### config.mk
export PLATFORM = sky130hd
export DESIGN_NAME = vehicle_top
export DESIGN_NICKNAME = d
export VERILOG_FILES = /design/src/hw/engine_cal_pkg.sv /design/src/hw/vehicle_pkg.sv /design/src/hw/gear_selector.sv /design/src/hw/obd_monitor.sv /design/src/hw/rpm_model.sv /design/src/hw/speed_dynamics.sv /design/src/hw/vehicle_top.sv
export SDC_FILE = /design/constraint.sdc
export NUM_CORES = 1
export LEC_CHECK = 0
export BUFFER_PORTS_ARGS = -buffer_cell sky130_fd_sc_hd__buf_2
export CAP_MARGIN = 30
export CORE_ASPECT_RATIO = 1.2
export CORE_UTILIZATION = 60
export DETAILED_ROUTE_END_ITERATION = 12
export PLACE_DENSITY = 0.78
export REMOVE_ABC_BUFFERS = 1
export SLEW_MARGIN = 20
export SYNTH_ARGS = -nofsm -noshare
export SYNTH_HDL_FRONTEND = slang
export SYNTH_SLANG_ARGS = --single-unit
### constraint.sdc
create_clock -name clk -period 16.92 [get_ports clk]
set_input_delay 1.692 -clock clk [delete_from_list [all_inputs] [get_ports clk]]
set_output_delay 1.692 -clock clk [all_outputs]
set_load 0.05 [all_outputs]
### src/hw/engine_cal_pkg.sv
package engine_cal_pkg;

    // ========================================================================
    // pedal and speed limits
    // ========================================================================
    localparam logic [7:0]  ACCEL_DEAD_ZONE   = 8'd5;
    localparam logic [7:0]  REVERSE_MAX_SPEED = 8'd50;
    localparam logic [7:0]  TOP_SPEED         = 8'd250;
    localparam logic [13:0] REDLINE_CUT_RPM   = 14'd7900;

    // resistance grows sharply above the drag speed
    localparam logic [9:0]  RESIST_BASE = 10'd5;
    localparam logic [7:0]  DRAG_SPEED  = 8'd180;
    localparam logic [9:0]  DRAG_EXTRA  = 10'd100;

    // ========================================================================
    // braking
    // ========================================================================
    localparam logic [7:0]  ESS_SPEED      = 8'd50;
    localparam logic [7:0]  BRAKE_BAND_HI  = 8'd150;
    localparam logic [7:0]  BRAKE_BAND_MID = 8'd80;
    localparam logic [7:0]  HARD_STEP_HI   = 8'd2;
    localparam logic [7:0]  HARD_STEP_MID  = 8'd4;
    localparam logic [7:0]  HARD_STEP_LO   = 8'd8;
    localparam logic [7:0]  NORM_STEP_HI   = 8'd1;
    localparam logic [7:0]  NORM_STEP_MID  = 8'd2;
    localparam logic [7:0]  NORM_STEP_LO   = 8'd3;

    // ========================================================================
    // shift points and rpm
    // ========================================================================
    localparam logic [7:0]  DOWN_2_1   = 8'd20;
    localparam logic [7:0]  DOWN_3_2   = 8'd31;
    localparam logic [7:0]  DOWN_4_3   = 8'd50;
    localparam logic [7:0]  DOWN_5_4   = 8'd71;
    localparam logic [7:0]  DOWN_6_5   = 8'd105;
    localparam logic [7:0]  SHIFT_HYST = 8'd5;

    localparam logic [7:0]  RATIO_G1 = 8'd100;
    localparam logic [7:0]  RATIO_G2 = 8'd60;
    localparam logic [7:0]  RATIO_G3 = 8'd40;
    localparam logic [7:0]  RATIO_G4 = 8'd30;
    localparam logic [7:0]  RATIO_G5 = 8'd24;
    localparam logic [7:0]  RATIO_G6 = 8'd18;

    localparam logic [7:0]  PN_RPM_GAIN    = 8'd20;
    localparam logic [13:0] PN_REV_LIMIT   = 14'd4000;
    localparam logic [7:0]  DRIVE_RPM_GAIN = 8'd2;
    localparam logic [13:0] DRIVE_RPM_MAX  = 14'd8000;
    localparam logic [15:0] RPM_WRAP_LIMIT = 16'd10000;

    // ========================================================================
    // thermal and trip data
    // ========================================================================
    localparam logic [13:0] TEMP_HOT_RPM    = 14'd3500;
    localparam logic [7:0]  TEMP_NORMAL     = 8'd90;
    localparam logic [7:0]  TEMP_MAX        = 8'd130;
    localparam logic [15:0] MM_PER_KMH_SEC  = 16'd278;
    localparam logic [31:0] MM_PER_KM       = 32'd1000000;
    localparam logic [7:0]  FUEL_DRAIN_STEP = 8'd8;

    localparam logic [4:0]  HOT_RISE  = 5'd3;
    localparam logic [4:0]  WARM_RISE = 5'd10;
    localparam logic [4:0]  FAN_FALL  = 5'd15;
    localparam logic [4:0]  PARK_FALL = 5'd20;

endpackage

### src/hw/vehicle_pkg.sv
package vehicle_pkg;

    // vehicle speed in km/h
    typedef logic [7:0] speed_t;

    // engine speed in rpm
    typedef logic [13:0] rpm_t;

    // raw or dead-zoned pedal position
    typedef logic [7:0] accel_t;

    // drive gear 1 to 6
    typedef logic [2:0] gear_num_t;

    // fuel percent or coolant temperature in degrees C
    typedef logic [7:0] level_t;

    // odometer in km and the running distance remainder in mm
    typedef logic [31:0] odo_t;
    typedef logic [31:0] dist_acc_t;

    // engine power and driving resistance share one scale
    typedef logic [9:0] force_t;

    // dwell counters for coast-down and coolant steps
    typedef logic [4:0] dwell_cnt_t;

    // gear lever encoding as read from the selector switch
    typedef enum logic [3:0] {
        LEVER_P = 4'd3,
        LEVER_R = 4'd6,
        LEVER_N = 4'd9,
        LEVER_D = 4'd12
    } lever_t;

endpackage

### src/hw/gear_selector.sv
`timescale 1ns/1ps

module gear_selector
    import vehicle_pkg::*;
    import engine_cal_pkg::*;
(
    input  logic      clk,
    input  logic      rst,
    input  logic      tick_speed,
    input  lever_t    lever,
    input  accel_t    accel_eff,
    input  logic      brake_normal,
    input  logic      brake_hard,
    input  speed_t    speed,
    output gear_num_t gear_num
);

    // upshift points sit above the next downshift point
    localparam speed_t UP_1_2 = DOWN_2_1 + SHIFT_HYST;
    localparam speed_t UP_2_3 = DOWN_3_2 + SHIFT_HYST;
    localparam speed_t UP_3_4 = DOWN_4_3 + SHIFT_HYST;
    localparam speed_t UP_4_5 = DOWN_5_4 + SHIFT_HYST;
    localparam speed_t UP_5_6 = DOWN_6_5 + SHIFT_HYST;

    gear_num_t glide_gear;
    gear_num_t shift_gear;

    // pedal released so the gear follows speed directly
    always_comb begin
        if (speed < DOWN_2_1) begin
            glide_gear = 3'd1;
        end else if (speed < DOWN_3_2) begin
            glide_gear = 3'd2;
        end else if (speed < DOWN_4_3) begin
            glide_gear = 3'd3;
        end else if (speed < DOWN_5_4) begin
            glide_gear = 3'd4;
        end else if (speed < DOWN_6_5) begin
            glide_gear = 3'd5;
        end else begin
            glide_gear = 3'd6;
        end
    end

    // one step at a time from the current gear
    always_comb begin
        shift_gear = gear_num;
        case (gear_num)
            3'd1: if (speed >= UP_1_2) shift_gear = 3'd2;
            3'd2: begin
                if (speed < DOWN_2_1) shift_gear = 3'd1;
                else if (speed >= UP_2_3) shift_gear = 3'd3;
            end
            3'd3: begin
                if (speed < DOWN_3_2) shift_gear = 3'd2;
                else if (speed >= UP_3_4) shift_gear = 3'd4;
            end
            3'd4: begin
                if (speed < DOWN_4_3) shift_gear = 3'd3;
                else if (speed >= UP_4_5) shift_gear = 3'd5;
            end
            3'd5: begin
                if (speed < DOWN_5_4) shift_gear = 3'd4;
                else if (speed >= UP_5_6) shift_gear = 3'd6;
            end
            3'd6: if (speed < DOWN_6_5) shift_gear = 3'd5;
            default: shift_gear = 3'd1;
        endcase
    end

    always_ff @(posedge clk or posedge rst) begin
        if (rst) begin
            gear_num <= 3'd1;
        end else if (tick_speed && !brake_normal && !brake_hard) begin
            if (lever != LEVER_D) begin
                gear_num <= 3'd1;
            end else if (accel_eff == '0) begin
                gear_num <= glide_gear;
            end else begin
                gear_num <= shift_gear;
            end
        end
    end

endmodule

### src/hw/obd_monitor.sv
`timescale 1ns/1ps

module obd_monitor
    import vehicle_pkg::*;
    import engine_cal_pkg::*;
#(
    parameter level_t TEMP_AMBIENT = 8'd25
) (
    input  logic   clk,
    input  logic   rst,
    input  logic   tick_1sec,
    input  logic   engine_on,
    input  speed_t speed,
    input  rpm_t   rpm,
    input  logic   fuel_drain,
    output level_t fuel,
    output level_t temp,
    output odo_t   odometer
);

    dist_acc_t  dist_acc;
    dist_acc_t  dist_sum;
    dwell_cnt_t temp_cnt;
    dwell_cnt_t temp_dwell;
    logic       temp_active;
    logic       temp_rise;
    logic       temp_hold;

    // ========================================================================
    // odometer
    // ========================================================================
    // one second at v km/h covers about v * 278 mm
    assign dist_sum = dist_acc + dist_acc_t'(speed) * dist_acc_t'(MM_PER_KMH_SEC);

    always_ff @(posedge clk or posedge rst) begin
        if (rst) begin
            dist_acc <= '0;
            odometer <= '0;
        end else if (tick_1sec && engine_on && speed != '0) begin
            if (dist_sum >= MM_PER_KM) begin
                odometer <= odometer + 32'd1;
                dist_acc <= dist_sum - MM_PER_KM;
            end else begin
                dist_acc <= dist_sum;
            end
        end
    end

    // ========================================================================
    // fuel
    // ========================================================================
    always_ff @(posedge clk or posedge rst) begin
        if (rst) begin
            fuel <= 8'd100;
        end else if (tick_1sec && fuel_drain) begin
            fuel <= (fuel >= FUEL_DRAIN_STEP) ? fuel - FUEL_DRAIN_STEP : '0;
        end
    end

    // ========================================================================
    // coolant temperature
    // ========================================================================
    // thermostat holds at normal temperature and the fan pulls it back down
    always_comb begin
        temp_dwell  = HOT_RISE;
        temp_active = 1'b0;
        temp_rise   = 1'b0;
        temp_hold   = 1'b0;
        if (engine_on && rpm > TEMP_HOT_RPM) begin
            temp_active = (temp < TEMP_MAX);
            temp_rise   = 1'b1;
        end else if (engine_on) begin
            if (temp < TEMP_NORMAL) begin
                temp_dwell  = WARM_RISE;
                temp_active = 1'b1;
                temp_rise   = 1'b1;
            end else if (temp > TEMP_NORMAL) begin
                temp_dwell  = FAN_FALL;
                temp_active = 1'b1;
            end else begin
                temp_hold = 1'b1;
            end
        end else begin
            // parked engine cools toward ambient
            temp_dwell  = PARK_FALL;
            temp_active = (temp > TEMP_AMBIENT);
        end
    end

    always_ff @(posedge clk or posedge rst) begin
        if (rst) begin
            temp     <= TEMP_AMBIENT;
            temp_cnt <= '0;
        end else if (tick_1sec) begin
            if (temp_active) begin
                if (temp_cnt >= temp_dwell) begin
                    temp     <= temp_rise ? temp + 8'd1 : temp - 8'd1;
                    temp_cnt <= '0;
                end else begin
                    temp_cnt <= temp_cnt + 5'd1;
                end
            end else if (temp_hold) begin
                temp_cnt <= '0;
            end
        end
    end

endmodule

### src/hw/rpm_model.sv
`timescale 1ns/1ps

module rpm_model
    import vehicle_pkg::*;
    import engine_cal_pkg::*;
#(
    parameter rpm_t IDLE_RPM = 14'd800
) (
    input  logic      engine_on,
    input  lever_t    lever,
    input  accel_t    adc_accel,
    input  accel_t    accel_eff,
    input  speed_t    speed,
    input  gear_num_t gear_num,
    output rpm_t      rpm
);

    logic [15:0] pn_rpm;
    logic [15:0] wheel_rpm;
    logic [15:0] base_rpm;
    logic [15:0] drive_rpm;

    // free revving in park or neutral follows the raw pedal
    assign pn_rpm = 16'(IDLE_RPM) + 16'(adc_accel) * 16'(PN_RPM_GAIN);

    always_comb begin
        case (gear_num)
            3'd1:    wheel_rpm = 16'(speed) * 16'(RATIO_G1);
            3'd2:    wheel_rpm = 16'(speed) * 16'(RATIO_G2);
            3'd3:    wheel_rpm = 16'(speed) * 16'(RATIO_G3);
            3'd4:    wheel_rpm = 16'(speed) * 16'(RATIO_G4);
            3'd5:    wheel_rpm = 16'(speed) * 16'(RATIO_G5);
            3'd6:    wheel_rpm = 16'(speed) * 16'(RATIO_G6);
            default: wheel_rpm = 16'(IDLE_RPM);
        endcase
    end

    // engine never drops below idle while in gear
    always_comb begin
        base_rpm = wheel_rpm;
        if (base_rpm < 16'(IDLE_RPM)) base_rpm = 16'(IDLE_RPM);
        if (base_rpm > RPM_WRAP_LIMIT) base_rpm = 16'(IDLE_RPM);
    end

    // throttle load adds converter slip
    assign drive_rpm = base_rpm + 16'(accel_eff) * 16'(DRIVE_RPM_GAIN);

    always_comb begin
        if (!engine_on) begin
            rpm = '0;
        end else if (lever == LEVER_P || lever == LEVER_N) begin
            rpm = (pn_rpm > 16'(PN_REV_LIMIT)) ? PN_REV_LIMIT : rpm_t'(pn_rpm);
        end else begin
            rpm = (drive_rpm > 16'(DRIVE_RPM_MAX)) ? DRIVE_RPM_MAX : rpm_t'(drive_rpm);
        end
    end

endmodule

### src/hw/speed_dynamics.sv
`timescale 1ns/1ps

module speed_dynamics
    import vehicle_pkg::*;
    import engine_cal_pkg::*;
(
    input  logic      clk,
    input  logic      rst,
    input  logic      tick_speed,
    input  logic      engine_on,
    input  lever_t    lever,
    input  accel_t    adc_accel,
    input  logic      brake_normal,
    input  logic      brake_hard,
    input  gear_num_t gear_num,
    input  rpm_t      rpm,
    output speed_t    speed,
    output accel_t    accel_eff,
    output logic      ess_trigger
);

    force_t     power;
    force_t     resistance;
    speed_t     brake_step;
    speed_t     braked_speed;
    dwell_cnt_t coast_cnt;
    dwell_cnt_t coast_dwell;
    logic       accel_blocked;

    // small pedal readings are ADC noise
    assign accel_eff = (adc_accel > ACCEL_DEAD_ZONE) ? adc_accel - ACCEL_DEAD_ZONE : '0;

    // reverse gets half the engine power
    always_comb begin
        if (engine_on && lever == LEVER_D) begin
            power = force_t'(accel_eff);
        end else if (engine_on && lever == LEVER_R) begin
            power = force_t'(accel_eff >> 1);
        end else begin
            power = '0;
        end
    end

    assign resistance = force_t'(speed) + RESIST_BASE
                      + ((speed >= DRAG_SPEED) ? DRAG_EXTRA : force_t'(0));

    // brakes bite harder at low speed
    always_comb begin
        if (speed > BRAKE_BAND_HI) begin
            brake_step = brake_hard ? HARD_STEP_HI : NORM_STEP_HI;
        end else if (speed > BRAKE_BAND_MID) begin
            brake_step = brake_hard ? HARD_STEP_MID : NORM_STEP_MID;
        end else begin
            brake_step = brake_hard ? HARD_STEP_LO : NORM_STEP_LO;
        end
    end

    assign braked_speed = (speed > brake_step) ? speed - brake_step : '0;

    assign accel_blocked = (lever == LEVER_R && speed >= REVERSE_MAX_SPEED)
                        || (speed >= TOP_SPEED)
                        || (rpm >= REDLINE_CUT_RPM);

    // ticks between 1 km/h steps while coasting
    always_comb begin
        case (gear_num)
            3'd1:    coast_dwell = 5'd1;
            3'd2:    coast_dwell = 5'd3;
            3'd3:    coast_dwell = 5'd6;
            3'd4:    coast_dwell = 5'd10;
            3'd5:    coast_dwell = (speed >= 8'd120) ? 5'd8 : 5'd15;
            3'd6: begin
                if (speed >= 8'd170) begin
                    coast_dwell = 5'd2;
                end else if (speed >= 8'd140) begin
                    coast_dwell = 5'd5;
                end else begin
                    coast_dwell = 5'd20;
                end
            end
            default: coast_dwell = 5'd0;
        endcase
    end

    always_ff @(posedge clk or posedge rst) begin
        if (rst) begin
            speed       <= '0;
            ess_trigger <= 1'b0;
            coast_cnt   <= '0;
        end else if (tick_speed) begin
            if (brake_hard) begin
                speed       <= braked_speed;
                ess_trigger <= (speed > ESS_SPEED);
            end else if (brake_normal) begin
                speed       <= braked_speed;
                ess_trigger <= 1'b0;
            end else begin
                ess_trigger <= 1'b0;
                if (power > resistance) begin
                    coast_cnt <= '0;
                    if (!accel_blocked) begin
                        speed <= speed + 8'd1;
                    end
                end else if (power < resistance) begin
                    if (speed != '0 && coast_cnt >= coast_dwell) begin
                        speed     <= speed - 8'd1;
                        coast_cnt <= '0;
                    end else begin
                        coast_cnt <= coast_cnt + 5'd1;
                    end
                end else begin
                    coast_cnt <= '0;
                end
            end
        end
    end

endmodule

### src/hw/vehicle_top.sv
`timescale 1ns/1ps

module vehicle_top
    import vehicle_pkg::*;
#(
    parameter rpm_t   IDLE_RPM     = 14'd800,
    parameter level_t TEMP_AMBIENT = 8'd25
) (
    input  logic      clk,
    input  logic      rst,
    input  logic      engine_on,
    input  logic      tick_1sec,
    input  logic      tick_speed,
    input  lever_t    lever,
    input  accel_t    adc_accel,
    input  logic      brake_normal,
    input  logic      brake_hard,
    input  logic      fuel_drain,
    output speed_t    speed,
    output rpm_t      rpm,
    output level_t    fuel,
    output level_t    temp,
    output odo_t      odometer,
    output logic      ess_trigger,
    output gear_num_t gear_num
);

    // pedal after the dead zone
    accel_t accel_eff;

    speed_dynamics speed_dynamics_i (
        .clk          (clk),
        .rst          (rst),
        .tick_speed   (tick_speed),
        .engine_on    (engine_on),
        .lever        (lever),
        .adc_accel    (adc_accel),
        .brake_normal (brake_normal),
        .brake_hard   (brake_hard),
        .gear_num     (gear_num),
        .rpm          (rpm),
        .speed        (speed),
        .accel_eff    (accel_eff),
        .ess_trigger  (ess_trigger)
    );

    gear_selector gear_selector_i (
        .clk          (clk),
        .rst          (rst),
        .tick_speed   (tick_speed),
        .lever        (lever),
        .accel_eff    (accel_eff),
        .brake_normal (brake_normal),
        .brake_hard   (brake_hard),
        .speed        (speed),
        .gear_num     (gear_num)
    );

    // rpm feeds back into the redline cut
    rpm_model #(
        .IDLE_RPM (IDLE_RPM)
    ) rpm_model_i (
        .engine_on (engine_on),
        .lever     (lever),
        .adc_accel (adc_accel),
        .accel_eff (accel_eff),
        .speed     (speed),
        .gear_num  (gear_num),
        .rpm       (rpm)
    );

    obd_monitor #(
        .TEMP_AMBIENT (TEMP_AMBIENT)
    ) obd_monitor_i (
        .clk        (clk),
        .rst        (rst),
        .tick_1sec  (tick_1sec),
        .engine_on  (engine_on),
        .speed      (speed),
        .rpm        (rpm),
        .fuel_drain (fuel_drain),
        .fuel       (fuel),
        .temp       (temp),
        .odometer   (odometer)
    );

endmodule

# --- After elaboration in Yosys (flattened, before gate mapping) ---
# Cells that the tools add are included.
classes:
  muxes: 70
  mul: 8
  bitwise: 2
  magnitude_cmp: 37
  n_eq_ne: 18
  n_reduce_logical: 26
  add_sub_neg: 16
op_table:
  columns: ["cell", "count"]
  rows:
  - ["$mux 8", 13]
  - ["$pmux 15 s6", 1]
  - ["$mux 14", 4]
  - ["$mux 5", 11]
  - ["$mux 3", 18]
  - ["$mul 8x4->12 const B", 3]
  - ["$add 32x1->32 const B", 1]
  - ["$add 32x17->32", 1]
  - ["$ge 32x20->1 const B", 1]
  - ["$ge 8x8->1 const B", 4]
  - ["$mux 32", 1]
  - ["$sub 32x20->32 const B", 1]
  - ["$mux 15", 2]
  - ["$pmux 5 s6", 1]
  - ["$ge 8x6->1 const B", 3]
  - ["$ge 8x7->1 const B", 3]
  - ["$lt 8x7->1 const B", 3]
  - ["$mul 8x3->11 const B", 2]
  - ["$ne 5x1->1 const B", 4]
  - ["$pmux 3 s6", 1]
  - ["$add 15x9->16", 1]
  - ["$add 8x1->8 const B", 2]
  - ["$gt 16x12->1 const B", 1]
  - ["$gt 16x13->1 const B", 1]
  - ["other kinds (53)", 94]
totals:
  inputBits: 20
  output_inout_bits: 74
  reg_bits: 102

# --- Depth between registers and ports, before layout ---
# Gate-level depths: netlist of the first run.
depth:
  word_depth: 17
  depth_mapped: 44
  ltp_nobuf: 43

# --- Modules after synthesis ---
# From an unflattened synthesis of the first run, not the netlist that was laid out.
hier_totals:
  cells_unflattened: 1868
  hier_area_um2: 15064.4
by_module_without_submodules:
  columns: ["module", "seq_area_each_um2", "cells_each", "area_each_um2", "instances"]
  rows:
  - ["obd_monitor", 2059.5, 872, 7455.9, 1]
  - ["rpm_model", 0.0, 613, 4695.8, 1]
  - ["speed_dynamics", 350.3, 306, 2303.5, 1]
  - ["gear_selector", 76.3, 77, 609.3, 1]

# --- Worst setup path before layout of the first run ---
# No wires, ideal clock.
synth_path:
  path_type: "flip-flop to flip-flop"
  start: "register speed_dynamics_i.speed[5]"
  end: "register obd_monitor_i.temp[7]"
  path_stages_with_launch: 44
  period_less_slack_ns: 9.931
  n_path_buf: 2
  required_time_ns: 16.777
  path_slack_ns: 6.989
  arrival_ns: 9.788
  setup_time_ns: 0.143
  path_cell_list: "dfrtp_1 inv_1 fa_1 fa_1 inv_1 ha_1 buf_2 a21oi_2 and2_1 a21oi_1 or4_1 nand4_1 buf_2 nand2_1 o311ai_0 nand2_1 o21ai_0 nand2b_1 [8 not listed] and4b_1 a31o_2 nand2_1 o2111ai_1 a31o_1 o211ai_2 a21oi_1 ha_1 a21o_1 a21oi_1 o21bai_1 a21oi_1 nor2b_1 o21ai_0 nand2b_1 nand3_1 nand4bb_1 xnor2_1"
synth_between:
  elab_chain_len: 16
  word_cells_on_any_way: 24
  classes_between: "1 x add/sub; 6 x mul; 5 x order compare; 10 x mux; 2 x reduce/logical"
synth_rtl:
  columns: ["element", "line_no", "text"]
  rows:
  - ["start: declaration", "speed_dynamics.sv:17", "output speed_t speed,"]
  - ["start signal: assignment", "speed_dynamics.sv:92", "speed <= braked_speed;"]
  - ["start signal: assignment", "speed_dynamics.sv:95", "speed <= braked_speed;"]
  - ["start signal: assignment", "speed_dynamics.sv:102", "speed <= speed + 8'd1;"]
  - ["$mul 8x4->12, or another cell as far along", "rpm_model.sv:33", "3'd6: wheel_rpm = 16'(speed) * 16'(RATIO_G6);"]
  - ["$pmux 15 s6 (*)", "rpm_model.sv:27", "case (gear_num)"]
  - ["$lt 15x10->1", "rpm_model.sv:41", "if (base_rpm < 16'(IDLE_RPM)) base_rpm = 16'(IDLE_RPM);"]
  - ["$mux 15 (*)", "rpm_model.sv:41", null]
  - ["$gt 15x14->1", "rpm_model.sv:42", "if (base_rpm > RPM_WRAP_LIMIT) base_rpm = 16'(IDLE_RPM);"]
  - ["$mux 15 (*)", "rpm_model.sv:42", null]
  - ["$add 15x9->16 (*)", "rpm_model.sv:46", "assign drive_rpm = base_rpm + 16'(accel_eff) * 16'(DRIVE_RPM_GAIN);"]
  - ["$gt 16x13->1", "rpm_model.sv:54", "rpm = (drive_rpm > 16'(DRIVE_RPM_MAX)) ? DRIVE_RPM_MAX : rpm_t'(drive_rpm);"]
  - ["$mux 14 (*)", "rpm_model.sv:54", null]
  - ["$mux 14 (*)", "rpm_model.sv:51", "end else if (lever == LEVER_P || lever == LEVER_N) begin"]
  - ["$mux 14 (*)", "rpm_model.sv:49", "if (!engine_on) begin"]
  - ["named net rpm[5]", "vehicle_top.sv:20", "output rpm_t rpm,"]
  - ["$gt 14x12->1 (*)", "obd_monitor.sv:69", "if (engine_on && rpm > TEMP_HOT_RPM) begin"]
  - ["$logic_and 1x1->1 (*)", "obd_monitor.sv:69", null]
  - ["$mux 5", "obd_monitor.sv:69", null]
  - ["$ge 5x5->1", "obd_monitor.sv:96", "if (temp_cnt >= temp_dwell) begin"]
  - ["$reduce_and 3->1 (no line)", null, null]
  - ["end signal: assignment", "obd_monitor.sv:97", "temp <= temp_rise ? temp + 8'd1 : temp - 8'd1;"]
  - ["end: declaration", "obd_monitor.sv:17", "output level_t temp,"]
# The timed path passes the listed nets; every way through them passes the cells marked *.
# A chain may end at the register's enable or synchronous reset.

# --- Worst setup path in the final report of the first run ---
layout_path:
  start: "register speed_dynamics_i.speed[3]"
  end: "register obd_monitor_i.temp[2]"
layout_between:
  elab_chain_len: 16
  word_cells_on_any_way: 24
  classes_between: "1 x add/sub; 6 x mul; 5 x order compare; 10 x mux; 2 x reduce/logical"
layout_rtl:
  columns: ["element", "line_no"]
  rows:
  - ["$mul 8x4->12, or another cell as far along", "rpm_model.sv:33"]
  - ["$pmux 15 s6 (*)", "rpm_model.sv:27"]
  - ["$lt 15x10->1", "rpm_model.sv:41"]
  - ["$mux 15 (*)", "rpm_model.sv:41"]
  - ["$gt 15x14->1", "rpm_model.sv:42"]
  - ["$mux 15 (*)", "rpm_model.sv:42"]
  - ["$add 15x9->16 (*)", "rpm_model.sv:46"]
  - ["$gt 16x13->1", "rpm_model.sv:54"]
  - ["$mux 14 (*)", "rpm_model.sv:54"]
  - ["$mux 14 (*)", "rpm_model.sv:51"]
  - ["$mux 14 (*)", "rpm_model.sv:49"]
  - ["$gt 14x12->1 (*)", "obd_monitor.sv:69"]
  - ["$logic_and 1x1->1 (*)", "obd_monitor.sv:69"]
  - ["$mux 5", "obd_monitor.sv:69"]
  - ["$ge 5x5->1", "obd_monitor.sv:96"]
  - ["$reduce_and 3->1 (no line)", null]
# Mark *: on every way between the ends. The rest lies on a longest branch, timed or not.

==> results of run 1 <==
-- metal layers --
metal	routed length, um	vias up
met2	19300	421
li1	-	6497
met5	13	-
met3	1950	99
met1	17200	6409
met4	1520	2
-- critical path, delay by kind of cell, from the launching register on --
family | cells | cell delay [ns]
flops | 1 | 0.88
compound gates | 16 | 3.78
mux | 2 | 0.49
simple gates | 14 | 2.97
fa+ha+maj | 5 | 2.27
buf+inv | 2 | 0.58
-- worst min path at each step --
stage | start | endpoint | slack (ns) | cells after the start
6_report | obd_monitor_i.fuel[2]$_DFFE_PP1P_ | obd_monitor_i.fuel[2]$_DFFE_PP1P_ | 0.45 | 2
5_1_grt | obd_monitor_i.fuel[2]$_DFFE_PP1P_ | obd_monitor_i.fuel[2]$_DFFE_PP1P_ | 0.47 | 2
4_1_cts | obd_monitor_i.fuel[2]$_DFFE_PP1P_ | obd_monitor_i.fuel[2]$_DFFE_PP1P_ | 0.45 | 2
3_5_place_dp | obd_monitor_i.fuel[2]$_DFFE_PP1P_ | obd_monitor_i.fuel[2]$_DFFE_PP1P_ | 0.44 | 2
3_3_place_gp | obd_monitor_i.fuel[2]$_DFFE_PP1P_ | obd_monitor_i.fuel[2]$_DFFE_PP1P_ | 0.43 | 2
2_1_floorplan | obd_monitor_i.dist_acc[1]$_DFFE_PP0P_ | obd_monitor_i.dist_acc[1]$_DFFE_PP0P_ | 0.45 | 2
-- registers in the layout, summed over array words and instances (netlist names) --
| name | cells |
|---|---|
| obd_monitor_i.odometer | 32 |
| obd_monitor_i.dist_acc | 31 |
| obd_monitor_i.temp | 8 |
| speed_dynamics_i.speed | 8 |
| obd_monitor_i.fuel | 6 |
| obd_monitor_i.temp_cnt | 5 |
| speed_dynamics_i.coast_cnt | 5 |
| gear_selector_i.gear_num | 3 |
| speed_dynamics_i.ess_trigger | 1 |
-- final cells by class --
class	instances	share of cell area
clock buffers	9	0.0148
repair buffers	101	0.0349
clock inverters	7	0.00459
inverters	147	0.0363
well taps	315	0.0258
flip-flops and latches	99	0.163
multi-input cells	1476	0.721
diodes	1	0.000164
-- logic make-up (layout without fill, tap and decap cells) --
kind of cell / after synthesis / after routing
xor+xnor: 149 / 149
mux: 21 / 21
simple gates: 607 / 607
flops: 99 / 99
buf+inv: 197 / 264
other cells: 1 / 5
compound gates: 464 / 464
fa+ha+maj: 231 / 231
-- through the flow --
stage	hold slack, ns	instance area (um2)	util	setup WS, ns
finish	0.446	15300	0.656	5.84
global route	0.468	15300	0.656	5.16
CTS	0.449	15300	0.655	5.97
detailed placement	0.437	15000	0.643	6.02
global placement	0.431	15000	0.643	6.44
floorplan	0.450	14000	-	6.96
-- cells in the final DEF (no fill, tap or decap), drive strengths merged, types with 17 or more instances in the layout --
cell,netlist,final
a21o,28,28
a21oi,111,111
and2,17,17
and3,24,24
buf,27,101
dfrtp,92,92
fa,37,37
ha,194,194
inv,146,149
nand2,143,143
nand2b,35,35
nand3,64,64
nand4,32,32
nor2,121,121
nor2b,32,32
nor3,43,43
o211ai,26,26
o21ai,124,124
or3,20,20
xnor2,99,99
xor2,50,50
==> metrics.cfg, run 1 <==
[run_status]
status=finished, final reports clean

[critical_path]
startpoint=speed_dynamics_i.speed[3]$_DFFE_PP0P_
path_class=reg2reg
worstPathArrival_ns=11.33
startpoint_type=register
cp_slowest_cell=dfrtp_1
r2r_slack_ns=5.84
crit_path_end_kind=register
cp.required_ns=17.17
endpoint=obd_monitor_i.temp[2]$_DFFE_PP0P_
timing.rr.start=speed_dynamics_i.speed[3]$_DFFE_PP0P_
reg2reg_depth=39
path_max_fanout=18
critPathMaxStageDelay_ns=0.88
r2r-end=obd_monitor_i.temp[2]$_DFFE_PP0P_

[layout]
drive_gt1_frac=0.0962
fillers=2093
fin_nets=2085
seq_area_um2=2490
multi_input_area_um2=11000
area_growth_pct=6.76
finalNonFillerCells=2155

[global_routing]
use_met3=0.0395
grt_util_met1=0.411
overflow=0
grt_pass1_vias=12800
antenna_found_initial=2
met2_usage=0.565
grt.total_usage=0.330
gr-max-usage-layer=met2
grt_pass1_wl_um=63700
grt_max_degree=66

[yosys]
synth_top_area_share=0.170
ys_types=105
synth-compound-area-share=0.217
synth_area_um2=14300
synth_top_family_by_area=adder cells
synth-xor-area-share=0.0913
synth_mux_area_frac=0.0174
synth_commonest_cells=194 x ha_1, 146 x inv_1, 143 x nand2_1
synth_area_leaders=ha_1 17%, dfrtp_1 16%, xnor2_1 6.1%
synth_async_sr_flop_share=1.00
yosys.area_share.simple=0.221
yosysMostFrequentCell=ha_1
synth-adder-area-share=0.222
synth_top_area_cell=ha_1
seq_area_frac_synth=0.174
syn_area_per_cell_um2=8.08
ys_ff_latch=99
ys_warn_count=0
synth_edf_count=0
postSynthCellCount=1769
synth-main-ff-cell=dfrtp_1

[routing]
drt-initial-drc-count=900
postRouteAntennaNets=0
wl_um=39900
viasPerCell=6.23
drc_errors=0
post_drt_wl_per_cell_um=18.5
first_pass_iters=5
dr_total_vias=13400

[floorplan]
start_util=0.614
num_io_pins=94
die_w_um=143
fp-row-count=61
core_area_um2=23300
die_h_um=171
die_area_um2=24500

[sta]
setup_viol=0
rsz0062_at_grt=false
worst_pin_slew_ns=0.914
fmax_ghz=0.0903
hold_viol_final=0
tns_ns=0
final.setup_skew_ns=0.0104
slew_viol_final=0
fin_crit_sh=0.655
fin_crit_ns=11.08
relSlewSlack=0.384

[clock_tree]
post-cts-setup-buffers=0
cts_tree=done
clk_path_buf_depth=2
ctsResizeCount=0
cts_made_buffers=9
htree_levels=3
clock-sinks=99
clk_latency_ns=0.36
hold_buffers=0
clk_pin_slew_worst_paths_ns=0.08
cts_root_buffer=clkbuf_16

[min_path]
hp-class=reg2reg

[placed_design]
hpwl_um=31400
portBuffers=89
gp_congestion=0.966
placedCellCount=2137

[job]
max_cap_viol_count=0

Power of run 1 is not shown: default switching activity piles up to over one toggle a cycle in this logic, so the estimate is an artifact.
==> inputs of run 2 (changes only) <==
--- a/config.mk
+++ b/config.mk
@@ -8,9 +8,9 @@
 export BUFFER_PORTS_ARGS = -buffer_cell sky130_fd_sc_hd__buf_2
 export CAP_MARGIN = 30
 export CORE_ASPECT_RATIO = 1.2
-export CORE_UTILIZATION = 60
+export CORE_UTILIZATION = 58
 export DETAILED_ROUTE_END_ITERATION = 12
-export PLACE_DENSITY = 0.78
+export PLACE_DENSITY = 0.79
 export REMOVE_ABC_BUFFERS = 1
 export SLEW_MARGIN = 20
 export SYNTH_ARGS = -nofsm -noshare
==> constraint.sdc (replaced) <==
create_clock -name clk -period 9.3 [get_ports clk]
set_input_delay 0.93 -clock clk [delete_from_list [all_inputs] [get_ports clk]]
set_output_delay 0.93 -clock clk [all_outputs]
set_load 0.05 [all_outputs]
==> run 2 against run 1 <==
Against the previous run: non-clock buffer count up 62; critical path depth grew 3; global-route usage fell by 0.78 points; critical path type unchanged; die area up 3.4%; flip-flop and latch count unchanged; fmax grew 22%; worst setup slack lost 5.6 ns; register-to-register slack got worse by 5.6 ns.
==> metrics.cfg, run 2 (same netlist as run 1, synthesis figures left out) <==
[routing]
first_pass_iters=5  ; unchanged
drt-initial-drc-count=935  ; +3.9%
postRouteAntennaNets=0  ; unchanged
dr_total_vias=13800  ; +2.5%
post_drt_wl_per_cell_um=18.4  ; -0.65%
wl_um=40900  ; +2.4%
viasPerCell=6.20  ; -0.53%
drc_errors=0  ; unchanged

[sta]
slew_viol_final=0  ; unchanged
fin_crit_ns=9.08  ; -2.00 ns
worst_pin_slew_ns=0.798  ; -0.117 ns
setup_viol=0  ; unchanged
fin_crit_sh=0.976  ; +0.321
timing.hold.ws_ns=0.442  ; -0.00413 ns
fmax_ghz=0.110  ; +22%
final.setup_skew_ns=0.0146  ; +0.00420 ns
hold_viol_final=0  ; unchanged
relSlewSlack=0.465  ; +0.0808
setup_ws_ns=0.222  ; -5.62 ns

[layout]
fin_nets=2147  ; +3.0%
largest_reg_flops=32  ; unchanged
antenna-diode-count=0  ; -1
drive_gt1_frac=0.144  ; +0.0474
mostFrequentLayoutCells=189 x ha_1, 143 x nand2_1, 141 x inv_1, 115 x nor2_1, 111 x o21ai_0
multi_input_area_um2=11200  ; +1.7%
fillers=2065  ; -1.3%
final_common_cell=ha_1
seq_area_um2=2490  ; unchanged
final_util=0.663  ; +0.00696
final_area_um2=15900  ; +4.4%
area_growth_pct=11.5
top_register=obd_monitor_i.odometer
top_regs=obd_monitor_i.odometer: 32 flops, obd_monitor_i.dist_acc: 31 flops

[floorplan]
core_area_um2=24000  ; +3.3%
num_io_pins=94  ; unchanged
start_util=0.595  ; -0.0197
die_w_um=145  ; +1.7%
die_area_um2=25300  ; +3.4%
fp-row-count=62  ; +1.6%
die_h_um=174  ; +1.7%

[critical_path]
critPathMaxStageDelay_ns=0.47  ; -0.41 ns
cp_slowest_cell=fa_1
startpoint=speed_dynamics_i.speed[2]$_DFFE_PP0P_
path_max_fanout=7  ; -11
timing.critical_path.mode_cell=ha_1
r2r_slack_ns=0.22  ; -5.62 ns
worstPathArrival_ns=9.37  ; -1.96 ns
reg2reg_depth=42  ; +7.7%
endpoint=obd_monitor_i.temp_cnt[3]$_DFFE_PP0P_
path_class=reg2reg
crit_path_end_kind=register
cp.required_ns=9.59  ; -7.58 ns
r2r-end=obd_monitor_i.temp_cnt[3]$_DFFE_PP0P_
startpoint_type=register
timing.rr.start=speed_dynamics_i.speed[2]$_DFFE_PP0P_

[clock_tree]
htree_levels=3  ; unchanged
clk_latency_ns=0.35  ; about the same
cts_root_buffer=clkbuf_16
clk_pin_slew_worst_paths_ns=0.08  ; about the same
clock-sinks=99  ; unchanged
clk_path_buf_depth=2  ; unchanged
cts_made_buffers=9  ; unchanged
cts_tree=done

[placed_design]
placed_area_um2=15400  ; +2.6%
portBuffers=89  ; unchanged
hpwl_um=32700  ; +4.0%
dpl_worst_slack_ns=-0.120  ; -6.14 ns
gp_congestion=1.00  ; +3.8%

[global_routing]
grt_max_degree=53  ; -20%
grt.total_usage=0.322  ; -0.00778
grt_pass1_vias=13500  ; +5.5%
grt_pass1_wl_um=66800  ; +4.8%
antenna_found_initial=1  ; -1
overflow=0  ; unchanged

[min_path]
holdPathStages=2  ; unchanged
min_from=obd_monitor_i.fuel[2]$_DFFE_PP1P_
hp-class=reg2reg

[job]
max_cap_viol_count=0  ; unchanged

[run_status]
status=finished, final reports clean

==> run 2: cell types whose count changed in the layout (fill, tap and decap cells not counted), moves of 4 or more <==
cell	previous run	this run
a21oi_1	110	104
a21oi_2	1	5
buf_4	11	73
ha_1	194	189
inv_1	145	141
inv_2	0	4
nor2_1	119	115
o21ai_0	116	111
==> run 2: worst min-delay path by stage <==
stage / to / slack [ns]
after floorplan: obd_monitor_i.dist_acc[1]$_DFFE_PP0P_ / 0.45
after global routing: obd_monitor_i.fuel[2]$_DFFE_PP1P_ / 0.46
after detailed placement: obd_monitor_i.fuel[2]$_DFFE_PP1P_ / 0.43
after CTS: obd_monitor_i.fuel[2]$_DFFE_PP1P_ / 0.44
after global placement: obd_monitor_i.fuel[2]$_DFFE_PP1P_ / 0.43
final: obd_monitor_i.fuel[2]$_DFFE_PP1P_ / 0.44
==> run 2: per-layer routing <==
metal / vias to the layer above / track usage / share of wire
met4: 2 / 0.159 / 0.044
met2: 446 / 0.568 / 0.50
met5: - / 0 / 0.00022
met3: 110 / 0.0362 / 0.050
met1: 6564 / 0.389 / 0.41
li1: 6644 / - / -
==> run 2: timing repair <==
item,CTS,global route
pin swaps,2,25
endpoints found under the setup margin,7,13
gates resized for setup,4,47
hold buffers,0,0
buffers inserted,1,11
==> run 2: worst max-delay path, delay by kind of cell (launching register included) <==
kind / cells / cell delay, ns
flops: 1 / 0.44
xor+xnor: 1 / 0.18
compound gates: 17 / 3.41
simple gates: 12 / 2.20
mux: 1 / 0.15
fa+ha+maj: 6 / 2.08
buf+inv: 5 / 0.56
==> run 2: cell type report <==
type	instances	area share
Multi-Input combinational cell	1476	0.702
Clock inverter	7	0.00502
Timing Repair Buffer	163	0.0630
Sequential cell	99	0.156
Clock buffer	9	0.0141
Tap cell	320	0.0251
Inverter	147	0.0348
==> run 2: through the flow <==
step | TNS, ns | instances
6_report | 0 | 2221
5_1_grt | -1.61 | 2221
4_1_cts | 0 | 2210
3_5_place_dp | -0.477 | 2193
3_3_place_gp | 0 | 2193
2_1_floorplan | -6.46 | 1722
Power of run 2 is left out for the same reason.
==> inputs of run 3 (changes only) <==
--- a/config.mk
+++ b/config.mk
@@ -9,7 +9,9 @@
 export CAP_MARGIN = 30
 export CORE_ASPECT_RATIO = 1.2
 export CORE_UTILIZATION = 58
+export CTS_BUF_LIST = sky130_fd_sc_hd__clkbuf_8
 export DETAILED_ROUTE_END_ITERATION = 12
+export HOLD_SLACK_MARGIN = 0.08
 export PLACE_DENSITY = 0.79
 export REMOVE_ABC_BUFFERS = 1
 export SLEW_MARGIN = 20
==> run 3 against run 2 <==
Against the previous run: sequential share of layout area grew 0.10 points; cell area shrank 0.64%; global-route usage is essentially flat; hold slack gained 0.0055 ns; first-iteration DRC count grew 1.7%; fmax shrank 0.20%; critical path depth is the same; utilization shrank 0.42 points; worst setup slack lost 0.018 ns.
==> metrics.cfg, run 3 (same netlist as run 1, synthesis figures left out) <==
[run_status]
status=finished, final reports clean

[floorplan]
core_area_um2=24000  ; unchanged
die_area_um2=25300  ; unchanged
num_io_pins=94  ; unchanged
die_w_um=145  ; unchanged
die_h_um=174  ; unchanged
fp-row-count=62  ; unchanged
start_util=0.595  ; unchanged

[routing]
wl_um=40800  ; -0.19%
viasPerCell=6.20  ; about the same
drt-initial-drc-count=951  ; +1.7%
dr_total_vias=13800  ; +0.058%
postRouteAntennaNets=0  ; unchanged
post_drt_wl_per_cell_um=18.4  ; -0.19%
drc_errors=0  ; unchanged
first_pass_iters=5  ; unchanged

[sta]
setup_viol=0  ; unchanged
worst_pin_slew_ns=0.799  ; +0.00186 ns
fin_crit_sh=0.978  ; +0.00192
fin_crit_ns=9.10  ; +0.0178 ns
fmax_ghz=0.110  ; -0.20%
relSlewSlack=0.464  ; -0.00125
slew_viol_final=0  ; unchanged
tns_ns=0  ; unchanged
hold_viol_final=0  ; unchanged
final.setup_skew_ns=0.0259  ; +0.0113 ns
setup_ws_ns=0.205  ; -0.0178 ns

[layout]
fillers=2076  ; +0.53%
largest_reg_flops=32  ; unchanged
area_growth_pct=10.8
final_common_cell=ha_1
top_regs=obd_monitor_i.odometer: 32 flops, obd_monitor_i.dist_acc: 31 flops
mostFrequentLayoutCells=189 x ha_1, 143 x nand2_1, 141 x inv_1, 115 x nor2_1, 111 x o21ai_0
final_util=0.658  ; -0.00421
fin_nets=2147  ; unchanged
final_area_um2=15800  ; -0.64%
antenna-diode-count=0  ; unchanged
drive_gt1_frac=0.144  ; unchanged
top_register=obd_monitor_i.odometer

[critical_path]
crit_path_end_kind=register
path_class=reg2reg
startpoint_type=register
timing.critical_path.mode_cell=ha_1
cp.required_ns=9.63  ; +0.04 ns
worstPathArrival_ns=9.42  ; +0.05 ns
cp_slowest_cell=fa_1
critPathMaxStageDelay_ns=0.47  ; about the same
path_max_fanout=7  ; unchanged

[placed_design]
dpl_worst_slack_ns=-0.120  ; unchanged
placed_area_um2=15400  ; unchanged
portBuffers=89  ; unchanged
hpwl_um=32700  ; unchanged
gp_congestion=1.00  ; unchanged

[clock_tree]
cts_made_buffers=9  ; unchanged
clk_path_buf_depth=2  ; unchanged
cts_tree=done
clk_latency_ns=0.38  ; +0.03 ns
htree_levels=3  ; unchanged
cts_root_buffer=clkbuf_8
hold_buffers=0  ; unchanged
clock-sinks=99  ; unchanged
clk_pin_slew_worst_paths_ns=0.12  ; +0.04 ns

[global_routing]
grt_pass1_vias=13500  ; -0.35%
grt_max_degree=53  ; unchanged
grt_pass1_wl_um=66700  ; -0.12%
antenna_found_initial=1  ; unchanged
overflow=0  ; unchanged
grt.total_usage=0.322  ; -0.000492

[job]
max_cap_viol_count=0  ; unchanged

[min_path]
hp-class=reg2reg

## run 3: area by class of cell
type,instances,area [um2],share of cell area
Clock buffer,9,124,0.00782
Tap cell,320,400,0.0253
Timing Repair Buffer,163,1000,0.0634
Clock inverter,7,80.1,0.00506
Inverter,147,554,0.0350
Sequential cell,99,2490,0.157
Multi-Input combinational cell,1476,11200,0.706
## run 3: per-layer routing
metal,share of wire,up-vias,global-route usage
met2,0.50,446,0.571
met4,0.043,2,0.150
met5,0.00022,-,0
met1,0.41,6576,0.388
met3,0.050,108,0.0367
li1,-,6642,-
## run 3: repair_timing
item	4_1_cts	5_1_grt
hold endpoints to repair	0	0
buffers inserted	1	11
gates resized for setup	4	47
endpoints found under the setup margin	7	13
pin swaps	2	25
## run 3: worst paths after layout
path                                                            start                                      to  slack (ns)  depth (start not counted)
worst max-delay path            speed_dynamics_i.speed[2]$_DFFE_PP0P_   obd_monitor_i.temp_cnt[3]$_DFFE_PP0P_        0.20                         42
worst min-delay path                obd_monitor_i.fuel[2]$_DFFE_PP1P_       obd_monitor_i.fuel[2]$_DFFE_PP1P_        0.45                          2
worst max register to register  speed_dynamics_i.speed[2]$_DFFE_PP0P_   obd_monitor_i.temp_cnt[3]$_DFFE_PP0P_        0.20                         42
worst min register to register      obd_monitor_i.fuel[2]$_DFFE_PP1P_       obd_monitor_i.fuel[2]$_DFFE_PP1P_        0.45                          2
max in group asynchronous                                         rst  obd_monitor_i.dist_acc[17]$_DFFE_PP0P_        7.57                          3
min in group asynchronous                                         rst       obd_monitor_i.temp[6]$_DFFE_PP0P_        0.65                          2
## run 3: worst max-delay path: cells and delay by family, from the launching register on
kind	cells	cell delay [ns]
adder cells (fa/ha/maj)	6	2.08
XOR/XNOR	1	0.18
AND/OR/NAND/NOR	12	2.21
AO/OA/AOI/OAI	17	3.43
multiplexers	1	0.15
buffers and inverters	5	0.56
flip-flops	1	0.46
## run 3: metrics by stage
stage | instances | hold WS, ns
after global routing | 2221 | 0.469
after detailed placement | 2193 | 0.430
after CTS | 2210 | 0.448
after global placement | 2193 | 0.429
final | 2221 | 0.447
after floorplan | 1722 | 0.450
Power of run 3 is left out for the same reason.
